File: config.mk
export PLATFORM = sky130hd
export DESIGN_NAME = slot_buffer
export DESIGN_NICKNAME = d
export VERILOG_FILES = /design/src/logic/cdc_pkg.sv /design/src/logic/msg_pkg.sv /design/src/logic/slot_buffer.sv
export SDC_FILE = /design/constraint.sdc
export NUM_CORES = 1
export LEC_CHECK = 0
export BUFFER_PORTS_ARGS = -buffer_cell sky130_fd_sc_hd__buf_2
export CAP_MARGIN = 40
export CORE_MARGIN = 3
export CORE_UTILIZATION = 55
export DETAILED_ROUTE_END_ITERATION = 8
export PLACE_DENSITY = 0.88
export SLEW_MARGIN = 20
export SYNTH_ARGS = -nofsm -noshare
export SYNTH_HDL_FRONTEND = slang
export SYNTH_SLANG_ARGS = --single-unit
export TNS_END_PERCENT = 30
File: constraint.sdc
create_clock -name clk1 -period 2.9 [get_ports clk1]
set_input_delay 0.58 -clock clk1 [delete_from_list [all_inputs] [get_ports clk1]]
set_output_delay 0.58 -clock clk1 [all_outputs]
set_load 0.05 [all_outputs]
File: src/logic/cdc_pkg.sv
//----------------------------------------------------------
// structure constants of the clk1 to clk2 crossing
// SLOT_COUNT must be a power of two so the slot index wraps
// STRB_GAP of 2 is the fastest rate the strobe crossing allows
//----------------------------------------------------------

package cdc_pkg;

  // buffer depth, equal to the number of credits in the producer
  localparam int SLOT_COUNT = 4;

  // slot index width
  localparam int SLOT_IDX_W = $clog2(SLOT_COUNT);

  // min source clock cycles between two strobe events
  localparam int STRB_GAP = 2;

  // counter widths that must hold 0 .. SLOT_COUNT and 0 .. STRB_GAP
  localparam int CNT_W = $clog2(SLOT_COUNT + 1);
  localparam int GAP_W = $clog2(STRB_GAP + 1);

  // full credit value and gap counter reload
  localparam logic [CNT_W-1:0] CRED_FULL = CNT_W'(SLOT_COUNT);
  localparam logic [GAP_W-1:0] GAP_LOAD = GAP_W'(STRB_GAP - 1);

endpackage

File: src/logic/msg_pkg.sv
//----------------------------------------------------------
// message payload and buffer write bundle
// slot_wr_t depends on the index width in cdc_pkg
//----------------------------------------------------------

package msg_pkg;

  // payload field widths
  localparam int TAG_W = 4;
  localparam int DATA_W = 16;

  // one message, 20 bits
  typedef struct packed {
    // short identifier
    logic [TAG_W-1:0] tag;
    // payload word
    logic [DATA_W-1:0] data;
  } msg_t;

  // one buffer write from the producer
  typedef struct packed {
    // write enable, single clk1 cycle
    logic en;
    // target slot
    logic [cdc_pkg::SLOT_IDX_W-1:0] idx;
    // message stored into the slot
    msg_t msg;
  } slot_wr_t;

endpackage

File: src/logic/slot_buffer.sv
//----------------------------------------------------------
// message slots written on clk1, read from clk2
// the read mux is a false path, a slot does not change
// until its credit comes back to the producer
// false path needed from all *_FP_ATTR registers
//----------------------------------------------------------
`timescale 1ns/1ps

module slot_buffer (
  input  logic                           clk1,
  input  msg_pkg::slot_wr_t              slot_wr,
  input  logic [cdc_pkg::SLOT_IDX_W-1:0] rd_idx,
  output msg_pkg::msg_t                  rd_msg
);

  //----------------------------------------------------------
  // storage
  //----------------------------------------------------------

  // one register per slot
  // contents are only read after a fill strobe, so no reset
  msg_pkg::msg_t slot_FP_ATTR [cdc_pkg::SLOT_COUNT];

  // write port in clk1
  always_ff @(posedge clk1) begin
    if (slot_wr.en) begin
      slot_FP_ATTR[slot_wr.idx] <= slot_wr.msg;
    end
  end

  //----------------------------------------------------------
  // read port
  //----------------------------------------------------------

  // plain mux, rd_idx comes from the clk2 domain
  // the consumer registers the result before use
  assign rd_msg = slot_FP_ATTR[rd_idx];

  //----------------------------------------------------------
  // checks
  //----------------------------------------------------------

  // an X index would smear the write over several slots
  a_wr_idx_known: assert property (@(posedge clk1)
    slot_wr.en |-> !$isunknown(slot_wr.idx))
    else $error("slot_buffer: write to unknown index");

endmodule

==> results by group <==
Outcome
  – Status: complete, no violations

Detailed routing
  – First-pass detailed-route iteration total: 5
  – Vias per Instance: about 5.6
  – WL final: 4780 um
  – Vias: between 1000 and 1500
  – DR DRC count: 0
  – Remaining antenna violation count: 0
  – Number of DRC markers in iteration 0: between 100 and 150
  – Drt wl/cell: between 20 and 25 um

Floorplan
  – Die height: 78.8 um
  – Placeable Area: a little under 5000 um^2
  – Row cnt: 25
  – Initial core utilization: roughly 59%
  – I/O Pins: 46
  – Chip Width: between 70 and 80 um
  – Die Area: a little over 6000 um^2

Global routing
  – Vias in the first global route: 1387
  – First-pass GRT wire length: about 7500 um
  – Antenna violations before repair: 0
  – Largest net degree at the start of global routing: 21
  – Global route overflow: 0
  – Total GRT Usage: roughly 17%

Final layout
  – Syn-to-layout area delta: 18.6%
  – Most flop-heavy register: slot_FP_ATTR
  – Regs by FF count: slot_FP_ATTR: 80 flops
  – Antenna Cells: 0
  – Most frequent cells in the layout: edfxtp_1, buf_2, mux4_2
  – Final nets: around 190
  – Util after Layout: 70.4%
  – Commonest non-fill, non-tap cell in the layout: edfxtp_1
  – Max reg flops: 80
  – Share of cells above drive strength 1: 50.6%

Timing
  – Slew HR: roughly two thirds
  – Final setup viols: 0
  – Least-Margin Pin Slew: between 0.5 and 0.6 ns
  – Final hold vios: 0
  – Fmax: about 420 MHz
  – Tmin final: around 2.4 ns
  – RSZ-0062 raised after global routing: false
  – Setup TNS Final: 0 ns
  – Final Cycle Share: 83.1%
  – Slew Viols, Final: 0

Power and ir drop
  – Gate power share: roughly 10%
  – Share of power burned in registers: between 50% and 60%
  – IR drop worst, VDD: approximately 0.00037 V
  – Total internal power: between 1.5 and 2 mW
  – Clock network fraction of total power: ~35%
  – Power density over the cells: between 700 and 800 nW/um^2
  – P_sw: about 0.54 mW
  – Switching Share: 22.2%
  – Leakage: between 1 and 1.5 nW

Synthesis
  – Mapped Nets: 134
  – Distinct cells, synth: 7
  – Synthesis warning total: 0
  – Mapped Avg Cell Area: about 27 um^2
  – FF+latch count, synth: 80
  – Cell area after synthesis: slightly below 3000 um^2
  – Syn Inst Count: around 110
  – Seq/Total Area, Yosys: between 80% and 90%

Critical path
  – CP max FO: 12
  – Worst setup path startpoint: rd_idx[0]
  – CP peak stage delay: 0.51 ns
  – Critical Path RT: 2.32 ns
  – Crit-path cells: buf_2 -> buf_12 -> mux4_2 -> buf_2
  – Worst path slowest cell: mux4_2
  – Type of the worst setup path: in2out
  – Critical path data arrival time: approximately 1.8 ns
  – Startpoint types: primary input
  – Most used cell, CP: buf_2
  – CP Capture Type: output pin

Clocking
  – CTS Buf Count: 9
  – Clk buf depth: 2
  – Hold_buf cts: 0
  – Clock transition at path regs: 0.07 ns
  – Root buf cell: clkbuf_8
  – H-tree lvl count: 3
  – CTS tree: yes
  – Sink Count: 80
  – Setup Buffers After CTS: 0
  – Post-CTS resize count: 0

Worst hold path
  – Min-delay worst type: in2reg
  – Hold wc startpoint: slot_wr[17]

Job
  – Max_cap viols: 0

Place
  – Number of I/O port buffers: between 40 and 50
  – HPWL Detailed: between 3000 and 4000 um
  – Final GP Congestion: about 0.74
==> cells in the mapped netlist <==
master | count | share of area, %
edfxtp_1 | 80 | 82
buf_6 | 2 | 0.77
mux4_2 | 20 | 15
nor3b_1 | 1 | 0.26
buf_2 | 2 | 0.34
and3b_1 | 2 | 0.60
and3_1 | 1 | 0.21
==> worst paths after layout <==
path                                  end  slack [ns]  depth (start not counted)
worst max-delay path            rd_msg[1]        0.49                          4
worst min-delay path  slot_FP_ATTR[3][17]        0.45                          1
==> worst max-delay path: cells and delay by family <==
kind	cells	cell delay, ns
mux	1	0.51
buf+inv	3	0.73
==> power by group through the flow <==
stage	logic (mW)	clock network [mW]	registers, mW
2_1_floorplan	0.175	0	1.37
3_3_place_gp	0.239	0	1.37
3_5_place_dp	0.246	0	1.37
4_1_cts	0.246	0.862	1.35
5_1_grt	0.256	0.911	1.35
6_report	0.243	0.836	1.35
==> logic make-up (layout without fill, tap and decap cells) <==
family / after synthesis / in the layout / synth area share (%)
buf+inv: 4 / 66 / 1.12
mux: 20 / 20 / 15.4
simple gates: 4 / 4 / 1.07
flops: 80 / 80 / 82.4
==> metrics by stage <==
stage	setup slack, ns	instance area (um^2)	std cells	hold slack, ns	power, mW
final	0.491	3460	237	0.453	2.43
after global routing	0.402	3460	237	0.436	2.52
after CTS	0.461	3460	237	0.430	2.45
after detailed placement	0.453	3250	221	0.797	1.62
after global placement	0.480	3250	221	0.789	1.61
after floorplan	0.352	2920	108	0.679	1.54
==> metal layers <==
layer  share of wire, %  GRT usage [%]  vias up
met3                5.0           4.20        7
met2                 55           27.7       43
met5                  0              0        -
met4                1.5           9.11        0
li1                   -              -      582
met1                 39           21.8      693
==> layout make-up <==
class	count	area, um^2
Multi-Input combinational cell	24	487
Sequential cell	80	2400
Clock buffer	9	124
Timing Repair Buffer	50	275
Tap cell	67	83.8
Clock inverter	7	86.3
Fill cell	279	1450
(Power assumes the default switching activity.)
