### config.mk
export PLATFORM = sky130hd
export DESIGN_NAME = msg_consumer
export DESIGN_NICKNAME = d
export VERILOG_FILES = /design/src/logic/cdc_pkg.sv /design/src/logic/msg_pkg.sv /design/src/logic/msg_consumer.sv
export SDC_FILE = /design/constraint.sdc
export NUM_CORES = 1
export LEC_CHECK = 0
export BUFFER_PORTS_ARGS = -buffer_cell sky130_fd_sc_hd__buf_2
export CAP_MARGIN = 20
export CORE_ASPECT_RATIO = 0.9
export CORE_MARGIN = 1.5
export CORE_UTILIZATION = 39
export DETAILED_ROUTE_END_ITERATION = 10
export PLACE_DENSITY = 0.73
export SLEW_MARGIN = 5
export SYNTH_ARGS = -nofsm -noshare
export SYNTH_HDL_FRONTEND = slang
export SYNTH_SLANG_ARGS = --single-unit
### constraint.sdc
create_clock -name clk2 -period 1.8 [get_ports clk2]
set_clock_uncertainty 0.05 [all_clocks]
set_input_delay 0.36 -clock clk2 [delete_from_list [all_inputs] [get_ports clk2]]
set_output_delay 0.36 -clock clk2 [all_outputs]
set_load 0.005 [all_outputs]
### src/logic/cdc_pkg.sv
//----------------------------------------------------------
// structure constants of the clk1 to clk2 crossing
// SLOT_COUNT must be a power of two so the slot index wraps
// STRB_GAP of 2 is the fastest rate the strobe crossing allows
//----------------------------------------------------------

package cdc_pkg;

  // buffer depth, equal to the number of credits in the producer
  localparam int SLOT_COUNT = 4;

  // slot index width
  localparam int SLOT_IDX_W = $clog2(SLOT_COUNT);

  // min source clock cycles between two strobe events
  localparam int STRB_GAP = 2;

  // counter widths that must hold 0 .. SLOT_COUNT and 0 .. STRB_GAP
  localparam int CNT_W = $clog2(SLOT_COUNT + 1);
  localparam int GAP_W = $clog2(STRB_GAP + 1);

  // full credit value and gap counter reload
  localparam logic [CNT_W-1:0] CRED_FULL = CNT_W'(SLOT_COUNT);
  localparam logic [GAP_W-1:0] GAP_LOAD = GAP_W'(STRB_GAP - 1);

endpackage

### src/logic/msg_pkg.sv
//----------------------------------------------------------
// message payload and buffer write bundle
// slot_wr_t depends on the index width in cdc_pkg
//----------------------------------------------------------

package msg_pkg;

  // payload field widths
  localparam int TAG_W = 4;
  localparam int DATA_W = 16;

  // one message, 20 bits
  typedef struct packed {
    // short identifier
    logic [TAG_W-1:0] tag;
    // payload word
    logic [DATA_W-1:0] data;
  } msg_t;

  // one buffer write from the producer
  typedef struct packed {
    // write enable, single clk1 cycle
    logic en;
    // target slot
    logic [cdc_pkg::SLOT_IDX_W-1:0] idx;
    // message stored into the slot
    msg_t msg;
  } slot_wr_t;

endpackage

### src/logic/msg_consumer.sv
//----------------------------------------------------------
// clk2 side of the mailbox
// each high cycle of fill_strb2 marks one filled slot
// slots are presented in write order with valid/ready
// out_valid drops for one cycle after each pop so
// credit strobes stay STRB_GAP clk2 cycles apart
//----------------------------------------------------------
`timescale 1ns/1ps

module msg_consumer (
  input  logic                           clk2,
  input  logic                           arst,
  input  logic                           fill_strb2,
  output logic [cdc_pkg::SLOT_IDX_W-1:0] rd_idx,
  input  msg_pkg::msg_t                  rd_msg,
  output logic                           out_valid,
  input  logic                           out_ready,
  output msg_pkg::msg_t                  out_msg,
  output logic                           cred_strb2
);

  //----------------------------------------------------------
  // state
  //----------------------------------------------------------

  // filled slots not yet popped, the presented one included
  logic [cdc_pkg::CNT_W-1:0] pend_cnt;

  logic pop;
  logic load;

  assign pop = out_valid && out_ready;

  // present the next slot when idle and something is waiting
  assign load = !out_valid && (pend_cnt != '0);

  //----------------------------------------------------------
  // pending count and read index
  //----------------------------------------------------------

  always_ff @(posedge clk2 or posedge arst) begin
    if (arst) begin
      pend_cnt <= '0;
    end else begin
      // fill and pop may land in the same cycle
      unique case ({fill_strb2, pop})
        2'b10: pend_cnt <= pend_cnt + 1'b1;
        2'b01: pend_cnt <= pend_cnt - 1'b1;
        default: pend_cnt <= pend_cnt;
      endcase
    end
  end

  always_ff @(posedge clk2 or posedge arst) begin
    if (arst) begin
      rd_idx <= '0;
    end else if (pop) begin
      // wraps at SLOT_COUNT, follows the producer order
      rd_idx <= rd_idx + 1'b1;
    end
  end

  //----------------------------------------------------------
  // output stage
  //----------------------------------------------------------

  // valid rises one cycle after the count turns nonzero
  // a pop clears it, load cannot fire in that same cycle
  always_ff @(posedge clk2 or posedge arst) begin
    if (arst) begin
      out_valid <= 1'b0;
    end else if (pop) begin
      out_valid <= 1'b0;
    end else if (load) begin
      out_valid <= 1'b1;
    end
  end

  // payload copy, held while out_ready is low
  always_ff @(posedge clk2) begin
    if (load) begin
      out_msg <= rd_msg;
    end
  end

  // credit back to clk1, one cycle after the pop
  always_ff @(posedge clk2 or posedge arst) begin
    if (arst) begin
      cred_strb2 <= 1'b0;
    end else begin
      cred_strb2 <= pop;
    end
  end

  //----------------------------------------------------------
  // checks
  //----------------------------------------------------------

  // more fills than slots means a strobe was doubled in the crossing
  a_pend_max: assert property (@(posedge clk2) disable iff (arst)
    pend_cnt <= cdc_pkg::CRED_FULL)
    else $error("msg_consumer: pending count above SLOT_COUNT");

endmodule

==> impl_results.md, run 1 <==
- Worst setup path category: flop to flop
- First-pass GRT wire length: approximately 2300 um
- HP Class: input port to flop
- CTS clk-pin slew, worst paths: approximately 130 ps
- Reg2Reg Depth: 7
- Leak: roughly 0.00057 uW
- Tot GR Track Use: 12.5%
- Critical path, cell by cell: and2_1 -> ha_1 -> inv_1 -> fa_1 -> xor2_1 -> nor2_1 -> xor2_1
- Sequential fraction of the synthesis area: 83.7%
- Worst r2r src: out_valid
- DR WL met3: about 170 um
- Clock tree buffer depth: 2
- H-tree levels: 1
- Routed wl met2: a little under 700 um
- Core Box Area: ~0.0022 sq mm
- Syn Std Cell Area: just over 900 sq um
- Hold path start: rd_msg[2]
- Power density over the cells: roughly 1300 mW/mm^2
- Routability cong.: between 0.6 and 0.7
- Max-slew violation count: 0
- Outcome: completed
- Area grow syn2layout: 34.3%
- Synth unique cells: 15
- GRT Residual Overflow: 0
- Final antenna-violating net count: 0
- RSZ-0062 raised after global routing: no
- Synth Warn #: 0
- Setup TNS Final: 0 ps
- Routed vias/inst: around 4.3
- Reg2reg setup slack: about 89 ps
- Hold Path Cell Cnt: 1
- Post-detail-place hpwl: around 1200 um
- Final nets: 128
- Syn Nets: 74
- Synthesis-stage register bit count: 27
- Fin crit share: a little over nine tenths
- Number of DRC markers in iteration 0: 6
- Largest net degree at the start of global routing: 21
- Peak VDD IR: between 0.9 and 1 mV
- Cells after Synth: 48
- Drt wl/cell: around 12 um
- CTS tree: built
- Clk sinks: 27
- Initial antenna violation count: 0
- Initial core utilization: between 40% and 50%
- Die W: approximately 54 um
- Routed via count: 544
- Placed cell count: between 100 and 150
- Top-Level Pins: 48
- Max FO, Critical Path: 3
- Fraction of layout cells with a size suffix above 1: 54.5%
- Worst Hold End: out_msg[2]
- Endpoint class of the critical path: flop
- Top Metal Used: met3
- Post-layout util: approximately 57%
- Buf/Inv on CP: 1
- I/O Buffers: 47
- DRC Markers: 0
- Crit start category: flop
- Die height: about 49 um
- Final hold violations: 0
- Clock Latency Late Sink: roughly 300 ps
- Slowest-stage cell, CP: dfrtp_1
- F_max: slightly below 0.6 GHz
- Final min period: 1710 ps
- Number of fill cells: approximately 190
- Relative slew slack: a little over a third
- Number of buffers created by CTS: 3
- DIE AREA: roughly 0.0027 sq mm
- Family with the most delay on the worst path: adder cells
- CP startpoint: out_valid
- Crit path top cell by count: xor2_1
- Met1 Routed Length: about 700 um
- Worst-Margin Slew: approximately 960 ps
- DRT Pass-1 Iters: 3
- R2R Path End: pend_cnt[2]
- Setup violators final: 0
- Critical Path RT: between 1500 and 2000 ps
- Vias in the first global route: between 500 and 600
- Site row count: 16
- Max-Cap Viols: 0
- Syn_area_per_cell: between 15 and 20 sq um
- Clk root buf: clkbuf_4
- Arrival @ worst endpoint: roughly 1900 ps
- N_diodes: 0
- Worst path max stage delay: between 300 and 400 ps
- Fin cells: between 100 and 150
- Aggregate routed wire length: about 1500 um
-- how the worst max path moves through the flow --
stage | to | slack, ps | cells after the start
6_report | pend_cnt[2] | 90 | 7
5_1_grt | out_msg[0] | 4 | 2
4_1_cts | pend_cnt[2] | 40 | 7
3_5_place_dp | pend_cnt[2] | 20 | 8
3_3_place_gp | pend_cnt[2] | 110 | 8
2_1_floorplan | pend_cnt[2] | 60 | 8
-- Yosys cell counts --
master | n | area share [%]
xnor2_2 | 1 | 1.8
nor3_1 | 1 | 0.54
buf_2 | 1 | 0.54
ha_1 | 1 | 1.3
inv_1 | 6 | 2.4
xnor2_1 | 1 | 0.94
and2_1 | 1 | 0.68
a21oi_1 | 1 | 0.54
xor2_1 | 3 | 2.8
nor2_1 | 2 | 0.81
nand2_2 | 1 | 0.68
mux2i_1 | 1 | 1.1
fa_1 | 1 | 2.2
dfrtp_1 | 7 | 19
edfxtp_1 | 20 | 65
-- metrics by stage --
step	hold slack [ps]	total power (uW)	setup WS [ps]	area [sq um]
floorplan	113	1190	57.7	927
global placement	245	1370	107	1200
detailed placement	249	1400	18.0	1200
CTS	161	1640	35.9	1240
global route	140	1740	3.76	1240
finish	167	1630	88.9	1240
-- placed cells by master (no fill, tap or decap) --
cell | Yosys | final
inv_1 | 6 | 6
buf_4 | 0 | 2
buf_2 | 1 | 47
clkbuf_1 | 0 | 1
xnor2_2 | 1 | 1
clkbuf_4 | 0 | 3
a21oi_1 | 1 | 1
edfxtp_1 | 20 | 20
nor2_2 | 0 | 1
nor3_1 | 1 | 1
xnor2_1 | 1 | 1
fa_1 | 1 | 1
mux2i_1 | 1 | 1
xor2_1 | 3 | 3
nand2_2 | 1 | 1
dlygate4sd3_1 | 0 | 1
dfrtp_1 | 7 | 7
and2_1 | 1 | 1
nor2_1 | 2 | 1
ha_1 | 1 | 1
-- worst register-to-register path: cells and delay by family, from the launching register on --
kind	cells	cell delay [ps]
buffers and inverters	1	60
XOR/XNOR	2	320
flip-flops	1	380
adder cells (fa/ha/maj)	2	560
AND/OR/NAND/NOR	2	270
-- logic make-up (layout without fill, tap and decap cells) --
group	after synthesis	after routing	share of synthesized area, %
XOR/XNOR	5	5	5.53
AO/OA/AOI/OAI	1	1	0.539
multiplexers	1	1	1.08
buffers and inverters	7	60	2.97
adder cells (fa/ha/maj)	2	2	3.51
AND/OR/NAND/NOR	5	5	2.70
flip-flops	27	27	83.7
-- state kept, by name, summed over array words and instances, names as in the netlist --
signal      count
pend_cnt        3
out_msg        20
cred_strb2      1
rd_idx          2
out_valid       1
-- routing by layer --
| metal | GRT usage (%) | vias to the layer above |
|---|---|---|
| li1 | - | 267 |
| met1 | 16.8 | 245 |
| met2 | 19.1 | 32 |
| met3 | 3.99 | 0 |
| met4 | 3.75 | 0 |
| met5 | 0 | - |
-- cell type report --
| type | instances | area (sq um) | area share, % |
|---|---|---|---|
| Sequential cell | 27 | 776 | 62.3 |
| Timing Repair Buffer | 50 | 260 | 20.9 |
| Multi-Input combinational cell | 14 | 126 | 10.2 |
| Tap cell | 27 | 33.8 | 2.71 |
| Clock buffer | 4 | 26.3 | 2.11 |
| Inverter | 6 | 22.5 | 1.81 |
-- where the power goes --
| part | switching (uW) | leakage, uW | internal, uW |
|---|---|---|---|
| Sequential | 75.0 | 0.000271 | 878 |
| Clock | 159 | 0.0000150 | 86.3 |
| Combinational | 226 | 0.000285 | 207 |
| Total | 460 | 0.000571 | 1170 |
-- repair_timing --
item                       in CTS  in global routing
buffers inserted                0                  1
setup endpoints to repair       0                  1
gates resized for setup         0                  0
hold buffers                    1                  0
hold endpoints to repair        7                  0
No activity file was read; power rests on OpenSTA's default activity.
==> run 2: changes to the inputs <==
Settings changed: GPL_TIMING_DRIVEN set to 0, MAX_ROUTING_LAYER set to met4.
==> run 2 against run 1 <==
Net effect: global-route usage up 0.57 points; wire length grew 3.2%; largest cell class unchanged; non-clock buffer count up 1; sequential power hardly changed; worst hold slack lost 13 ps; register-to-register slack gained 20 ps; via count grew 5.3%; first-iteration DRC count stayed put.
==> impl_results.md, run 2 (synthesized netlist as in run 1, its figures left out) <==
- Outcome: completed
- Largest net degree at the start of global routing: 17
- Most common cell after layout, fill and taps aside: buf_2
- Initial core utilization: a little over two fifths
- Max-slew violation count: 0
- Critical Path RT: around 2000 ps
- Die height: 49.3 um
- Hold path start: rd_msg[2]
- Tot GR Track Use: 13.0%
- Number of fill cells: 199
- Biggest regs: out_msg x20, pend_cnt x3, rd_idx x2
- Top-Level Pins: 48
- Largest register FFs: 20
- Clock tree buffer depth: 2
- Final Cell Area: roughly 0.0013 sq mm
- DRC Markers: 0
- Clk root buf: clkbuf_4
- N_diodes: 0
- DIE AREA: 0.00268 sq mm
- Final nets: 129
- Clock Latency Late Sink: 320 ps
- Most flops, register: out_msg
- Aggregate routed wire length: roughly 1600 um
- Peak VDD IR: 0.740 mV
- Area post-placement: 0.00121 sq mm
- RSZ-0062 raised after global routing: no
- Fin crit share: a little over nine tenths
- Initial antenna violation count: 0
- Max FO, Critical Path: 5
- Hold Path Cell Cnt: 1
- First-pass GRT wire length: around 2400 um
- Worst-Margin Slew: 401 ps
- Final min period: roughly 1700 ps
- Worst Hold End: out_msg[2]
- Final hold violations: 0
- Register area: about 780 sq um
- Vias in the first global route: 560
- Core Box Area: 0.00220 sq mm
- Clk sinks: 27
- Power density over the cells: between 1000 and 1500 mW/mm^2
- Setup violators final: 0
- CTS clk-pin slew, worst paths: ~150 ps
- H-tree levels: 1
- Post-detail-place hpwl: about 1200 um
- Number of DRC markers in iteration 0: 6
- Worst setup path category: flop to flop
- I/O Buffers: 47
- F_max: just under 0.6 GHz
- Power Total: 1680 uW
- Most frequent cells in the layout: buf_2, edfxtp_1, dfrtp_1, inv_1
- Area of the multi-input gates: 144 sq um
- Routability cong.: 0.685
- Routed vias/inst: roughly 4.4
- Drt wl/cell: roughly 12 um
- Worst r2r src: out_valid
- DRT Pass-1 Iters: 3
- Number of buffers created by CTS: 3
- Final antenna-violating net count: 0
- Max-Cap Viols: 0
- Leak: just under 0.0006 uW
- Routed via count: 573
- Area grow syn2layout: 38.6%
- Placed cell count: around 120
- CTS tree: built
- Fraction of layout cells with a size suffix above 1: between 50% and 60%
- GRT Residual Overflow: 0
- Relative slew slack: between 70% and 80%
- Crit start category: flop
- Worst hold margin: ~150 ps
- R2R Path End: pend_cnt[2]
- Endpoint class of the critical path: flop
- Reg2reg setup slack: approximately 110 ps
- Reg2Reg Depth: 8
- Die W: between 50 and 60 um
- Fin cells: approximately 130
- Arrival @ worst endpoint: around 1900 ps
- Site row count: 16
- HP Class: input port to flop
[run 2: metal layers]
metal | track usage [%] | part of all wire (%) | vias up
li1 | - | - | 271
met1 | 14.0 | 42 | 268
met2 | 21.3 | 48 | 32
met3 | 3.99 | 9.0 | 2
met4 | 6.25 | 0.69 | 0
met5 | - | 0 | -
[run 2: final cells by class]
type	instances	area share (%)
Clock inverter	1	0.584
Timing Repair Buffer	50	20.8
Clock buffer	3	1.75
Inverter	6	1.75
Multi-Input combinational cell	14	11.2
Buffer	1	0.876
Sequential cell	27	60.4
Tap cell	27	2.63
[run 2: stage by stage]
stage	util (%)	setup WS (ps)	TNS, ps
3_5_place_dp	55.1	-77.3	-77.3
3_3_place_gp	54.3	-256	-5160
5_1_grt	58.4	43.4	0
4_1_cts	57.4	0.174	0
6_report	58.4	107	0
2_1_floorplan	-	57.7	0
[run 2: critical path, cell delays in order (launching register included)]
cell	delay (ps)
dfrtp_1	380
and2_4	140
buf_6	110
ha_4	130
inv_1	50
fa_2	330
xor2_1	160
nor2_1	120
xor2_1	140
[run 2: where the power goes]
group          internal, uW  leakage (uW)  switching, uW
Sequential              875      0.000271           77.1
Combinational           243      0.000295            230
Clock                  84.7     0.0000139            174
[run 2: worst max path at each step]
stage,startpoint,to,depth (start not counted)
after CTS,out_valid,pend_cnt[2],8
after global routing,out_valid,pend_cnt[2],8
final,out_valid,pend_cnt[2],8
after detailed placement,out_ready,pend_cnt[2],9
after floorplan,out_valid,pend_cnt[2],8
after global placement,pend_cnt[0],out_msg[4],2
[run 2: repair_timing]
action / 4_1_cts / 5_1_grt
buffers inserted: 1 / 0
endpoints found under the hold margin: 7 / 0
pin swaps: 0 / 2
endpoints found under the setup margin: 1 / 1
resized for setup: 1 / 5
hold buffers: 1 / 0
