## src/logic/cdc_pkg.sv

```systemverilog
//----------------------------------------------------------
// structure constants of the clk1 to clk2 crossing
// SLOT_COUNT must be a power of two so the slot index wraps
// STRB_GAP of 2 is the fastest rate the strobe crossing allows
//----------------------------------------------------------

package cdc_pkg;

  // buffer depth, equal to the number of credits in the producer
  localparam int SLOT_COUNT = 4;

  // slot index width
  localparam int SLOT_IDX_W = $clog2(SLOT_COUNT);

  // min source clock cycles between two strobe events
  localparam int STRB_GAP = 2;

  // counter widths that must hold 0 .. SLOT_COUNT and 0 .. STRB_GAP
  localparam int CNT_W = $clog2(SLOT_COUNT + 1);
  localparam int GAP_W = $clog2(STRB_GAP + 1);

  // full credit value and gap counter reload
  localparam logic [CNT_W-1:0] CRED_FULL = CNT_W'(SLOT_COUNT);
  localparam logic [GAP_W-1:0] GAP_LOAD = GAP_W'(STRB_GAP - 1);

endpackage

```

## src/logic/msg_pkg.sv

```systemverilog
//----------------------------------------------------------
// message payload and buffer write bundle
// slot_wr_t depends on the index width in cdc_pkg
//----------------------------------------------------------

package msg_pkg;

  // payload field widths
  localparam int TAG_W = 4;
  localparam int DATA_W = 16;

  // one message, 20 bits
  typedef struct packed {
    // short identifier
    logic [TAG_W-1:0] tag;
    // payload word
    logic [DATA_W-1:0] data;
  } msg_t;

  // one buffer write from the producer
  typedef struct packed {
    // write enable, single clk1 cycle
    logic en;
    // target slot
    logic [cdc_pkg::SLOT_IDX_W-1:0] idx;
    // message stored into the slot
    msg_t msg;
  } slot_wr_t;

endpackage

```

## src/logic/msg_producer.sv

```systemverilog
//----------------------------------------------------------
// clk1 side of the mailbox
// holds one credit per slot and never writes a slot
// that has not been released by a credit strobe
// fill strobes leave one clk1 cycle after the slot write
//----------------------------------------------------------
`timescale 1ns/1ps

module msg_producer (
  input  logic              clk1,
  input  logic              arst,
  input  logic              in_valid,
  output logic              in_ready,
  input  msg_pkg::msg_t     in_msg,
  output msg_pkg::slot_wr_t slot_wr,
  output logic              fill_strb1,
  input  logic              cred_strb1
);

  //----------------------------------------------------------
  // state
  //----------------------------------------------------------

  // free slots, 0 .. SLOT_COUNT
  logic [cdc_pkg::CNT_W-1:0] credits;
  // next slot to write
  logic [cdc_pkg::SLOT_IDX_W-1:0] wr_idx;
  // clk1 cycles left before the next accept
  logic [cdc_pkg::GAP_W-1:0] gap_cnt;

  logic accept;

  // ready needs a free slot and an expired gap
  assign in_ready = (credits != '0) && (gap_cnt == '0);
  assign accept = in_valid && in_ready;

  // slot write goes out in the accept cycle
  assign slot_wr.en = accept;
  assign slot_wr.idx = wr_idx;
  assign slot_wr.msg = in_msg;

  //----------------------------------------------------------
  // credits, write index and spacing
  //----------------------------------------------------------

  always_ff @(posedge clk1 or posedge arst) begin
    if (arst) begin
      credits <= cdc_pkg::CRED_FULL;
    end else begin
      // take and return may land in the same cycle
      unique case ({accept, cred_strb1})
        2'b10: credits <= credits - 1'b1;
        2'b01: credits <= credits + 1'b1;
        default: credits <= credits;
      endcase
    end
  end

  always_ff @(posedge clk1 or posedge arst) begin
    if (arst) begin
      wr_idx <= '0;
    end else if (accept) begin
      // wraps at SLOT_COUNT
      wr_idx <= wr_idx + 1'b1;
    end
  end

  // gap keeps fill strobes STRB_GAP cycles apart
  always_ff @(posedge clk1 or posedge arst) begin
    if (arst) begin
      gap_cnt <= '0;
    end else if (accept) begin
      gap_cnt <= cdc_pkg::GAP_LOAD;
    end else if (gap_cnt != '0) begin
      gap_cnt <= gap_cnt - 1'b1;
    end
  end

  // fill strobe one cycle after the write, slot is settled by then
  always_ff @(posedge clk1 or posedge arst) begin
    if (arst) begin
      fill_strb1 <= 1'b0;
    end else begin
      fill_strb1 <= accept;
    end
  end

  //----------------------------------------------------------
  // checks
  //----------------------------------------------------------

  // a credit returned while full means the consumer popped twice
  a_cred_max: assert property (@(posedge clk1) disable iff (arst)
    credits <= cdc_pkg::CRED_FULL)
    else $error("msg_producer: credits above SLOT_COUNT");

endmodule

```

## config.mk

```make
export PLATFORM = sky130hd
export DESIGN_NAME = msg_producer
export DESIGN_NICKNAME = d
export VERILOG_FILES = /design/src/logic/cdc_pkg.sv /design/src/logic/msg_pkg.sv /design/src/logic/msg_producer.sv
export SDC_FILE = /design/constraint.sdc
export NUM_CORES = 1
export LEC_CHECK = 0
export ABC_AREA = 1
export BUFFER_PORTS_ARGS = -buffer_cell sky130_fd_sc_hd__buf_2
export CAP_MARGIN = 20
export CORE_MARGIN = 2
export CORE_UTILIZATION = 39
export CTS_BUF_LIST = sky130_fd_sc_hd__clkbuf_8
export CTS_CLUSTER_SIZE = 12
export DETAILED_ROUTE_END_ITERATION = 12
export MAX_ROUTING_LAYER = met4
export PLACE_DENSITY = 0.77
export REMOVE_ABC_BUFFERS = 1
export SYNTH_ARGS = -nofsm -noshare
export SYNTH_HDL_FRONTEND = slang
export SYNTH_SLANG_ARGS = --single-unit
```

## constraint.sdc

```tcl
create_clock -name clk1 -period 2.35 [get_ports clk1]
set_clock_uncertainty 0.2 [all_clocks]
set_input_delay 0.1175 -clock clk1 [delete_from_list [all_inputs] [get_ports clk1]]
set_output_delay 0.1175 -clock clk1 [all_outputs]
set_load 0.05 [all_outputs]
```

==> flow_summary.ini, run 1 <==
[floorplan]
rows = 14
die_h_um = 43.1
core_um2 = 1470
ios = 49
die_area_um2 = 1860
initial_utilization = 0.405
die_width_um = 43.1

[power_and_ir_drop]
power.density_nw_per_um2 = 1610
power_frac_clock = 0.191
swShare = 0.477
ir_worst_vdd_uv = 494
pwr-share-comb = 0.520
p_leak_nw = 0.330
p_int_w = 0.000475
p_switching_w = 0.000434
p_seq_frac = 0.290

[final_layout]
layout.nets = 95
diodes = 0
fillers = 164
utilization = 0.383
drive_gt1_frac = 0.224
final_cells = 83
design_area_um2 = 563
area_delta_synth_final_pct = -5.46

[worst_setup_path]
end_kind = flop
worst_ep_arrival_time_ns = 1.93
r2r_setup_slack_ns = 0.33
worst-setup-path-type = flop to flop
cp_slowest_stage_delay_ns = 0.41
crit_fanout = 6
crit_buf_inv = 2
cp_top_family = adder cells
worstPathRequired_ns = 2.27
path_cells = inv_1, ha_1, nand3_4, ha_1, inv_1, fa_1, nand2_1, nand2_1
critPathLaunchType = flop
cpMaxStageDelayCell = fa_1

[routing]
first_pass_iters = 3
ant_nets = 0
vias = 400
drc_errors = 0
wl_mm = 1.27
wl_per_cell_um = 15.3
via_per_inst = 4.82
drt-initial-drc-count = 4

[timing]
fmax_mhz = 496
slew_violations = 0
post-route-period-util = 0.858
slew_headroom = 0.796
tns_ns = 0
tightest_slew_ns = 0.305
setup_viol = 0
rsz0062_at_grt = false
finalHoldViolCount = 0
post-route-min-period_ns = 2.02
setup_ws_ns = 0.335

[place]
placed_area_um2 = 498
dp_hpwl_um = 957
portBuffers = 8
dp_slack_ns = 0.348
dp.cells = 77
gp_congestion = 0.801

[yosys]
synth-simple-area-share = 0.208
synthFlopType = dfrtp_1
yosys-top-cells-area = dfrtp_1 (29%), buf_4 (26%), nand2_1 (11%)
synth.distinct_cells = 16
synth_xor_area_frac = 0.0147
ys_ff_latch = 8
avgSynthCellArea_um2 = 8.05
synth_compound_area_frac = 0.0168
yosys.area.top_type_share = 0.294
synth_top_area_cell = dfrtp_1
synth_top_family_by_area = buffers and inverters
synth.area.mux_share = 0
synth_fa_ha_area_frac = 0.0756
synth_cells = 74
synthArstFlopShare = 1.00
syn_area_um2 = 596
ys_seq_area_frac = 0.338
yosys_warnings = 0
synth-edff-count = 0

[outcome]
status = finished, final reports clean

[min_path]
min_path_type = input pin to output port

[clocking]
h-tree-depth = 1
insertion_delay_ns = 0.23
clock_path_buffers = 2
cts.reportedPaths.clkPinSlew_ns = 0.04
clock-sinks = 8
post-cts-setup-buffer-count = 0
numCtsBuffers = 3
cts_root_buf = clkbuf_8
tritoncts = done

[global_routing]
overflow = 0
grt_pass1_wl_mm = 1.86
grtUsageTotal = 0.158
grt_pass1_vias = 384
antenna_found_initial = 0
grt_start_max_net_pins = 9

[job]
maxCapViolations = 0
==> worst register-to-register path: stages, from the launching register on <==
cell and delay, ns:
dfrtp_1 0.37, inv_1 0.07, ha_1 0.29, nand3_4 0.14
ha_1 0.21, inv_1 0.08, fa_1 0.41, nand2_1 0.07
nand2_1 0.05
==> Yosys cell counts (2+ instances only) <==
cell	n
buf_4	21
nand2_1	18
inv_1	12
dfrtp_1	7
nand4_1	3
ha_1	2
nand3_1	2
==> routing by layer <==
metal / track usage / wire, µm / vias to the layer above
met4: 0.0909 / 27 / 0
li1: - / - / 188
met2: 0.131 / 442 / 26
met5: - / 0 / -
met1: 0.226 / 598 / 181
met3: 0.132 / 198 / 5
==> power by group through the flow <==
stage	Sequential (W)	Combinational (W)	Clock [W]
floorplan	0.000329	0.000315	0
global placement	0.000260	0.000456	0
detailed placement	0.000265	0.000472	0
CTS	0.000263	0.000478	0.000179
global route	0.000272	0.000534	0.000188
finish	0.000263	0.000472	0.000173
==> through the flow <==
| stage | power (W) | hold WS [ns] |
|---|---|---|
| 6_report | 0.000909 | 0.0355 |
| 5_1_grt | 0.000995 | 0.0354 |
| 4_1_cts | 0.000920 | 0.0359 |
| 3_5_place_dp | 0.000737 | -0.119 |
| 3_3_place_gp | 0.000716 | -0.128 |
| 2_1_floorplan | 0.000644 | -0.268 |
==> state kept, by name, summed over array words and instances, names as in the netlist <==
register / flops
credits: 3
gap_cnt: 2
wr_idx: 2
fill_strb1: 1
==> cells by family after synthesis <==
logic type,count (synthesis)
fa+ha+maj,3
flops,8
compound gates,2
simple gates,26
xor+xnor,1
buf+inv,34
==> placed cells by master (no fill, tap or decap) <==
cell type / synthesis / final
a21oi_1: 1 / 1
nor2_1: 1 / 1
nand2_1: 18 / 18
ha_1: 2 / 2
nand3_1: 2 / 2
inv_1: 12 / 13
buf_2: 0 / 8
dfstp_2: 1 / 1
xnor2_1: 1 / 1
inv_2: 1 / 1
nand2_2: 1 / 1
o21ai_1: 1 / 1
nand4_1: 3 / 3
nand3_4: 1 / 1
dlygate4sd3_1: 0 / 2
dfrtp_1: 7 / 7
clkbuf_8: 0 / 3
fa_1: 1 / 1
==> worst paths after layout <==
kind,to,cells after the start,from
setup / recovery,credits[1],8,gap_cnt[0]
hold / removal,slot_wr[0],0,in_msg[0]
setup reg to reg,credits[1],8,gap_cnt[0]
hold reg to reg,credits[2],2,credits[2]
max in group asynchronous,credits[2],3,arst
min in group asynchronous,wr_idx[1],3,arst
==> final cells by class <==
class,count,area (µm²),share of cell area
inverter,13,48.8,0.0867
multi-input combinational,32,188,0.333
clock inverter,1,3.75,0.00667
tap,16,20.0,0.0356
clock buffer,3,41.3,0.0733
timing repair buffer,10,60.1,0.107
sequential,8,201,0.358
==> timing repair <==
| item | in CTS | in global routing |
|---|---|---|
| hold buffers | 2 | 0 |
| endpoints found under the hold margin | 10 | 0 |
| resized for setup | 0 | 0 |
(Power assumes the default switching activity.)
==> run 2, diff against run 1 <==
- clock period: 2.35 -> 1.9 ns (I/O delays scaled with it)
==> flow_summary.ini, run 2 (synthesis gave the netlist of run 1 again) <==
[outcome]
status = finished, final reports clean

[timing]
fmax_mhz = 551
slew_violations = 0
tightest_slew_ns = 0.558
setup_ws_ns = 0.0858
slew_headroom = 0.627
finalHoldViolCount = 0
post-route-min-period_ns = 1.81
setup_viol = 0
tns_ns = 0
post-route-period-util = 0.955
rsz0062_at_grt = false

[routing]
drc_errors = 0
first_pass_iters = 4
ant_nets = 0
drt-initial-drc-count = 8
vias = 491
via_per_inst = 4.55
wl_per_cell_um = 15.0
wl_mm = 1.62

[worst_setup_path]
worst-setup-path-type = flop to flop
worstPathRequired_ns = 1.82
worst_ep_arrival_time_ns = 1.73
reg2regPathDepth = 8
crit_buf_inv = 2
crit_fanout = 3
worst-path-stages = 8
critPathLaunchType = flop
end_kind = flop
path_cells = inv_1, nand2_2, nand3_4, ha_4, inv_2, fa_2, nand2_1, nand2_1
cpMaxStageDelayCell = dfstp_2
cp_slowest_stage_delay_ns = 0.52
cp_top_family = adder cells
cp-startpoint = credits[2]
rr_startpoint = credits[2]
r2r_setup_slack_ns = 0.09
crit_top_cell = nand2_1

[final_layout]
area_delta_synth_final_pct = 37.8
diodes = 0
largest_reg_flops = 3
design_area_um2 = 821
largestRegisters = credits: 3 flops, gap_cnt: 2 flops, wr_idx: 2 flops
drive_gt1_frac = 0.272
largest_register = credits
layout.nets = 120
final_common_cell = dlygate4sd3_1
layout_common_cells = dlygate4sd3_1 (22), nand2_1 (18), inv_1 (12)

[power_and_ir_drop]
p_leak_nw = 0.435
ir_worst_vdd_uv = 1000
power.density_nw_per_um2 = 1640

[clocking]
h-tree-depth = 1
clock-sinks = 8
insertion_delay_ns = 0.23
cts.reportedPaths.clkPinSlew_ns = 0.04
tritoncts = done
cts_root_buf = clkbuf_8
clock_path_buffers = 2
numCtsBuffers = 3

[global_routing]
grt_start_max_net_pins = 9
grt_pass1_vias = 474
grt_pass1_wl_mm = 2.43
grtUsageTotal = 0.190
grtUsageMet3 = 0.0979
overflow = 0
met2_usage = 0.260
antenna_found_initial = 0
gr-max-usage-layer = met2
grtUsageMet1 = 0.249

[place]
gp_congestion = 0.763
dp_hpwl_um = 987
portBuffers = 8
placed_area_um2 = 528
dp_slack_ns = 0.00893

[min_path]
min_from = cred_strb1
min_path_type = input pin to flop
hold-path-cell-count = 3

[floorplan]
ios = 49
die_area_um2 = 1860
die_width_um = 43.1
rows = 14
initial_utilization = 0.405
die_h_um = 43.1
core_um2 = 1470

[job]
maxCapViolations = 0
-- run 2: cell types whose count changed in the layout (fill, tap and decap cells not counted), sizes merged --
cell,before,now
buf,8,13
dlygate4sd3,2,22
-- run 2: power breakdown --
group | switching [W] | internal, W | total, W
Sequential | 0.0000507 | 0.000264 | 0.000314
Clock | 0.0000698 | 0.000140 | 0.000210
Combinational | 0.000535 | 0.000289 | 0.000824
-- run 2: area by class of cell --
| type | instances | area [µm²] |
|---|---|---|
| Tap cell | 16 | 20.0 |
| Timing Repair Buffer | 35 | 298 |
| Clock inverter | 1 | 3.75 |
| Inverter | 13 | 48.8 |
| Clock buffer | 3 | 41.3 |
| Sequential cell | 8 | 201 |
| Multi-Input combinational cell | 32 | 208 |
| Fill cell | 131 | 651 |
-- run 2: tightest hold or removal path: stages --
cell and delay, ns:
buf_2 0.11, ha_4 0.14, xnor2_1 0.06
-- run 2: routing by layer --
| layer | vias up | wire length (µm) | part of all wire |
|---|---|---|---|
| li1 | 238 | - | - |
| met1 | 230 | 711 | 0.44 |
| met2 | 19 | 781 | 0.48 |
| met3 | 4 | 94 | 0.058 |
| met4 | 0 | 31 | 0.019 |
| met5 | - | 0 | 0 |
-- run 2: stage by stage --
step                power [W]  std cells  hold WS, ns   util
floorplan            0.000796         53       -0.290      -
global placement     0.000942         81       -0.144  0.359
detailed placement   0.000963         81       -0.142  0.359
CTS                   0.00131        107       0.0458  0.541
global route          0.00145        108       0.0287  0.558
finish                0.00135        108       0.0238  0.558
-- run 2: what timing repair did --
action / 4_1_cts / 5_1_grt
setup buffers: 0 / 1
endpoints found under the setup margin: 1 / 2
gates resized for setup: 1 / 5
pin swaps: 0 / 3
hold endpoints to repair: 30 / 0
hold buffers: 22 / 0
-- run 2: worst paths after layout --
kind	endpoint
max reg2reg	credits[1]
max in group asynchronous	credits[2]
min in group asynchronous	credits[0]
min reg2reg	credits[2]
max	credits[1]
min	credits[0]
==> run 3, diff against run 2 <==
- REMOVE_ABC_BUFFERS: 1 -> default
- SLEW_MARGIN: default -> 5
==> flow_summary.ini, run 3 (synthesis gave the netlist of run 1 again) <==
[outcome]
status = finished, final reports clean

[routing]
vias = 495
ant_nets = 0
wl_mm = 1.11
drc_errors = 0
first_pass_iters = 5
via_per_inst = 4.54
drt-initial-drc-count = 6
wl_per_cell_um = 10.2

[worst_setup_path]
cp_top_family = adder cells
crit_buf_inv = 2
cp_slowest_stage_delay_ns = 0.52
crit_fanout = 3
worst-setup-path-type = flop to flop
critPathLaunchType = flop
cpMaxStageDelayCell = dfstp_2
path_cells = inv_1, nand2_2, nand3_4, ha_4, inv_2, fa_2, nand2_1, nand2_1
crit_top_cell = nand2_1
worst_ep_arrival_time_ns = 1.73
worstPathRequired_ns = 1.82
end_kind = flop

[floorplan]
ios = 49
die_width_um = 43.1
die_h_um = 43.1
rows = 14
die_area_um2 = 1860
core_um2 = 1470
initial_utilization = 0.405

[power_and_ir_drop]
power.density_nw_per_um2 = 1650
p_seq_frac = 0.226
p_int_w = 0.000722
pwr-share-comb = 0.620
power_frac_clock = 0.154
power_w = 0.00138
swShare = 0.478
p_switching_w = 0.000662
p_leak_nw = 0.441
ir_worst_vdd_uv = 660

[final_layout]
layout.nets = 121
final_common_cell = dlygate4sd3_1
diodes = 0
layout_common_cells = dlygate4sd3_1 (22), nand2_1 (18), inv_1 (12)
largest_register = credits
utilization = 0.570
largest_reg_flops = 3
area_delta_synth_final_pct = 40.8
largestRegisters = credits: 3 flops, gap_cnt: 2 flops, wr_idx: 2 flops
drive_gt1_frac = 0.280

[clocking]
clock-sinks = 8
insertion_delay_ns = 0.23
cts.reportedPaths.clkPinSlew_ns = 0.04
clock_path_buffers = 2
numCtsBuffers = 3
tritoncts = done
h-tree-depth = 1
cts_root_buf = clkbuf_8

[yosys]
syn_nets = 101

[global_routing]
grt_start_max_net_pins = 9
overflow = 0
grtUsageTotal = 0.118
grt_pass1_vias = 377
grt_pass1_wl_mm = 1.50
antenna_found_initial = 0

[timing]
setup_ws_ns = 0.0910
tns_ns = 0
rsz0062_at_grt = false
slew_headroom = 0.665
slew_violations = 0
setup_viol = 0
fmax_mhz = 553
post-route-period-util = 0.952
post-route-min-period_ns = 1.81
tightest_slew_ns = 0.501
finalHoldViolCount = 0

[job]
maxCapViolations = 0

[min_path]
min_path_type = input pin to flop

[place]
portBuffers = 8
gp_congestion = 0.697
dp_hpwl_um = 671
dp_slack_ns = 0.0139
[run 3: cell count changes in the layout (fill, tap and decap cells not counted)]
cell,change
buf_4,+1
ha_2,-1
ha_4,+1
[run 3: tightest hold or removal path, delay by kind of cell]
family                     cells  cell delay [ns]
buffers and inverters          1             0.10
xor gates and xnor gates       1             0.06
adders and majority gates      1             0.14
[run 3: path summary, 6_finish.rpt]
path / start / end / slack (ns) / depth (start not counted)
max in group asynchronous: arst / credits[2] / 1.06 / 3
worst min-delay path: cred_strb1 / credits[0] / 0.005 / 3
worst min register to register: credits[2] / credits[2] / 0.26 / 2
min in group asynchronous: arst / wr_idx[0] / 0.15 / 3
worst max register to register: credits[2] / credits[1] / 0.09 / 8
worst max-delay path: credits[2] / credits[1] / 0.09 / 8
[run 3: timing repair]
item / in CTS / in global routing
setup buffers: 0 / 2
hold buffers: 22 / 0
pin swaps: 0 / 4
gates resized for setup: 1 / 6
endpoints found under the setup margin: 1 / 3
endpoints found under the hold margin: 30 / 0
[run 3: final cells by class]
type	count	area, µm²
clock inverters	1	3.75
multi-input cells	32	218
repair buffers	36	305
fillers	143	633
well taps	16	20.0
flip-flops and latches	8	201
inverters	13	48.8
clock buffers	3	41.3
[run 3: per-layer routing]
metal | part of all wire | GRT usage | routed length [µm]
met3 | 0.096 | 0.0511 | 107
met2 | 0.48 | 0.170 | 532
met4 | 0.019 | 0.0727 | 21
met1 | 0.40 | 0.133 | 448
met5 | 0 | - | 0
[run 3: power groups by stage]
stage                     logic (W)  registers (W)  clock network, W
after global placement     0.000634       0.000308                 0
after global routing       0.000945       0.000324          0.000232
after floorplan            0.000511       0.000407                 0
after CTS                  0.000776       0.000314          0.000218
final                      0.000858       0.000313          0.000213
after detailed placement   0.000649       0.000311                 0
[run 3: per-stage QoR]
step	cells	hold WS, ns	area, µm²
finish	109	0.00474	838
floorplan	74	-0.290	596
detailed placement	81	-0.137	528
global route	109	0.00240	838
global placement	81	-0.144	528
CTS	107	0.0271	796
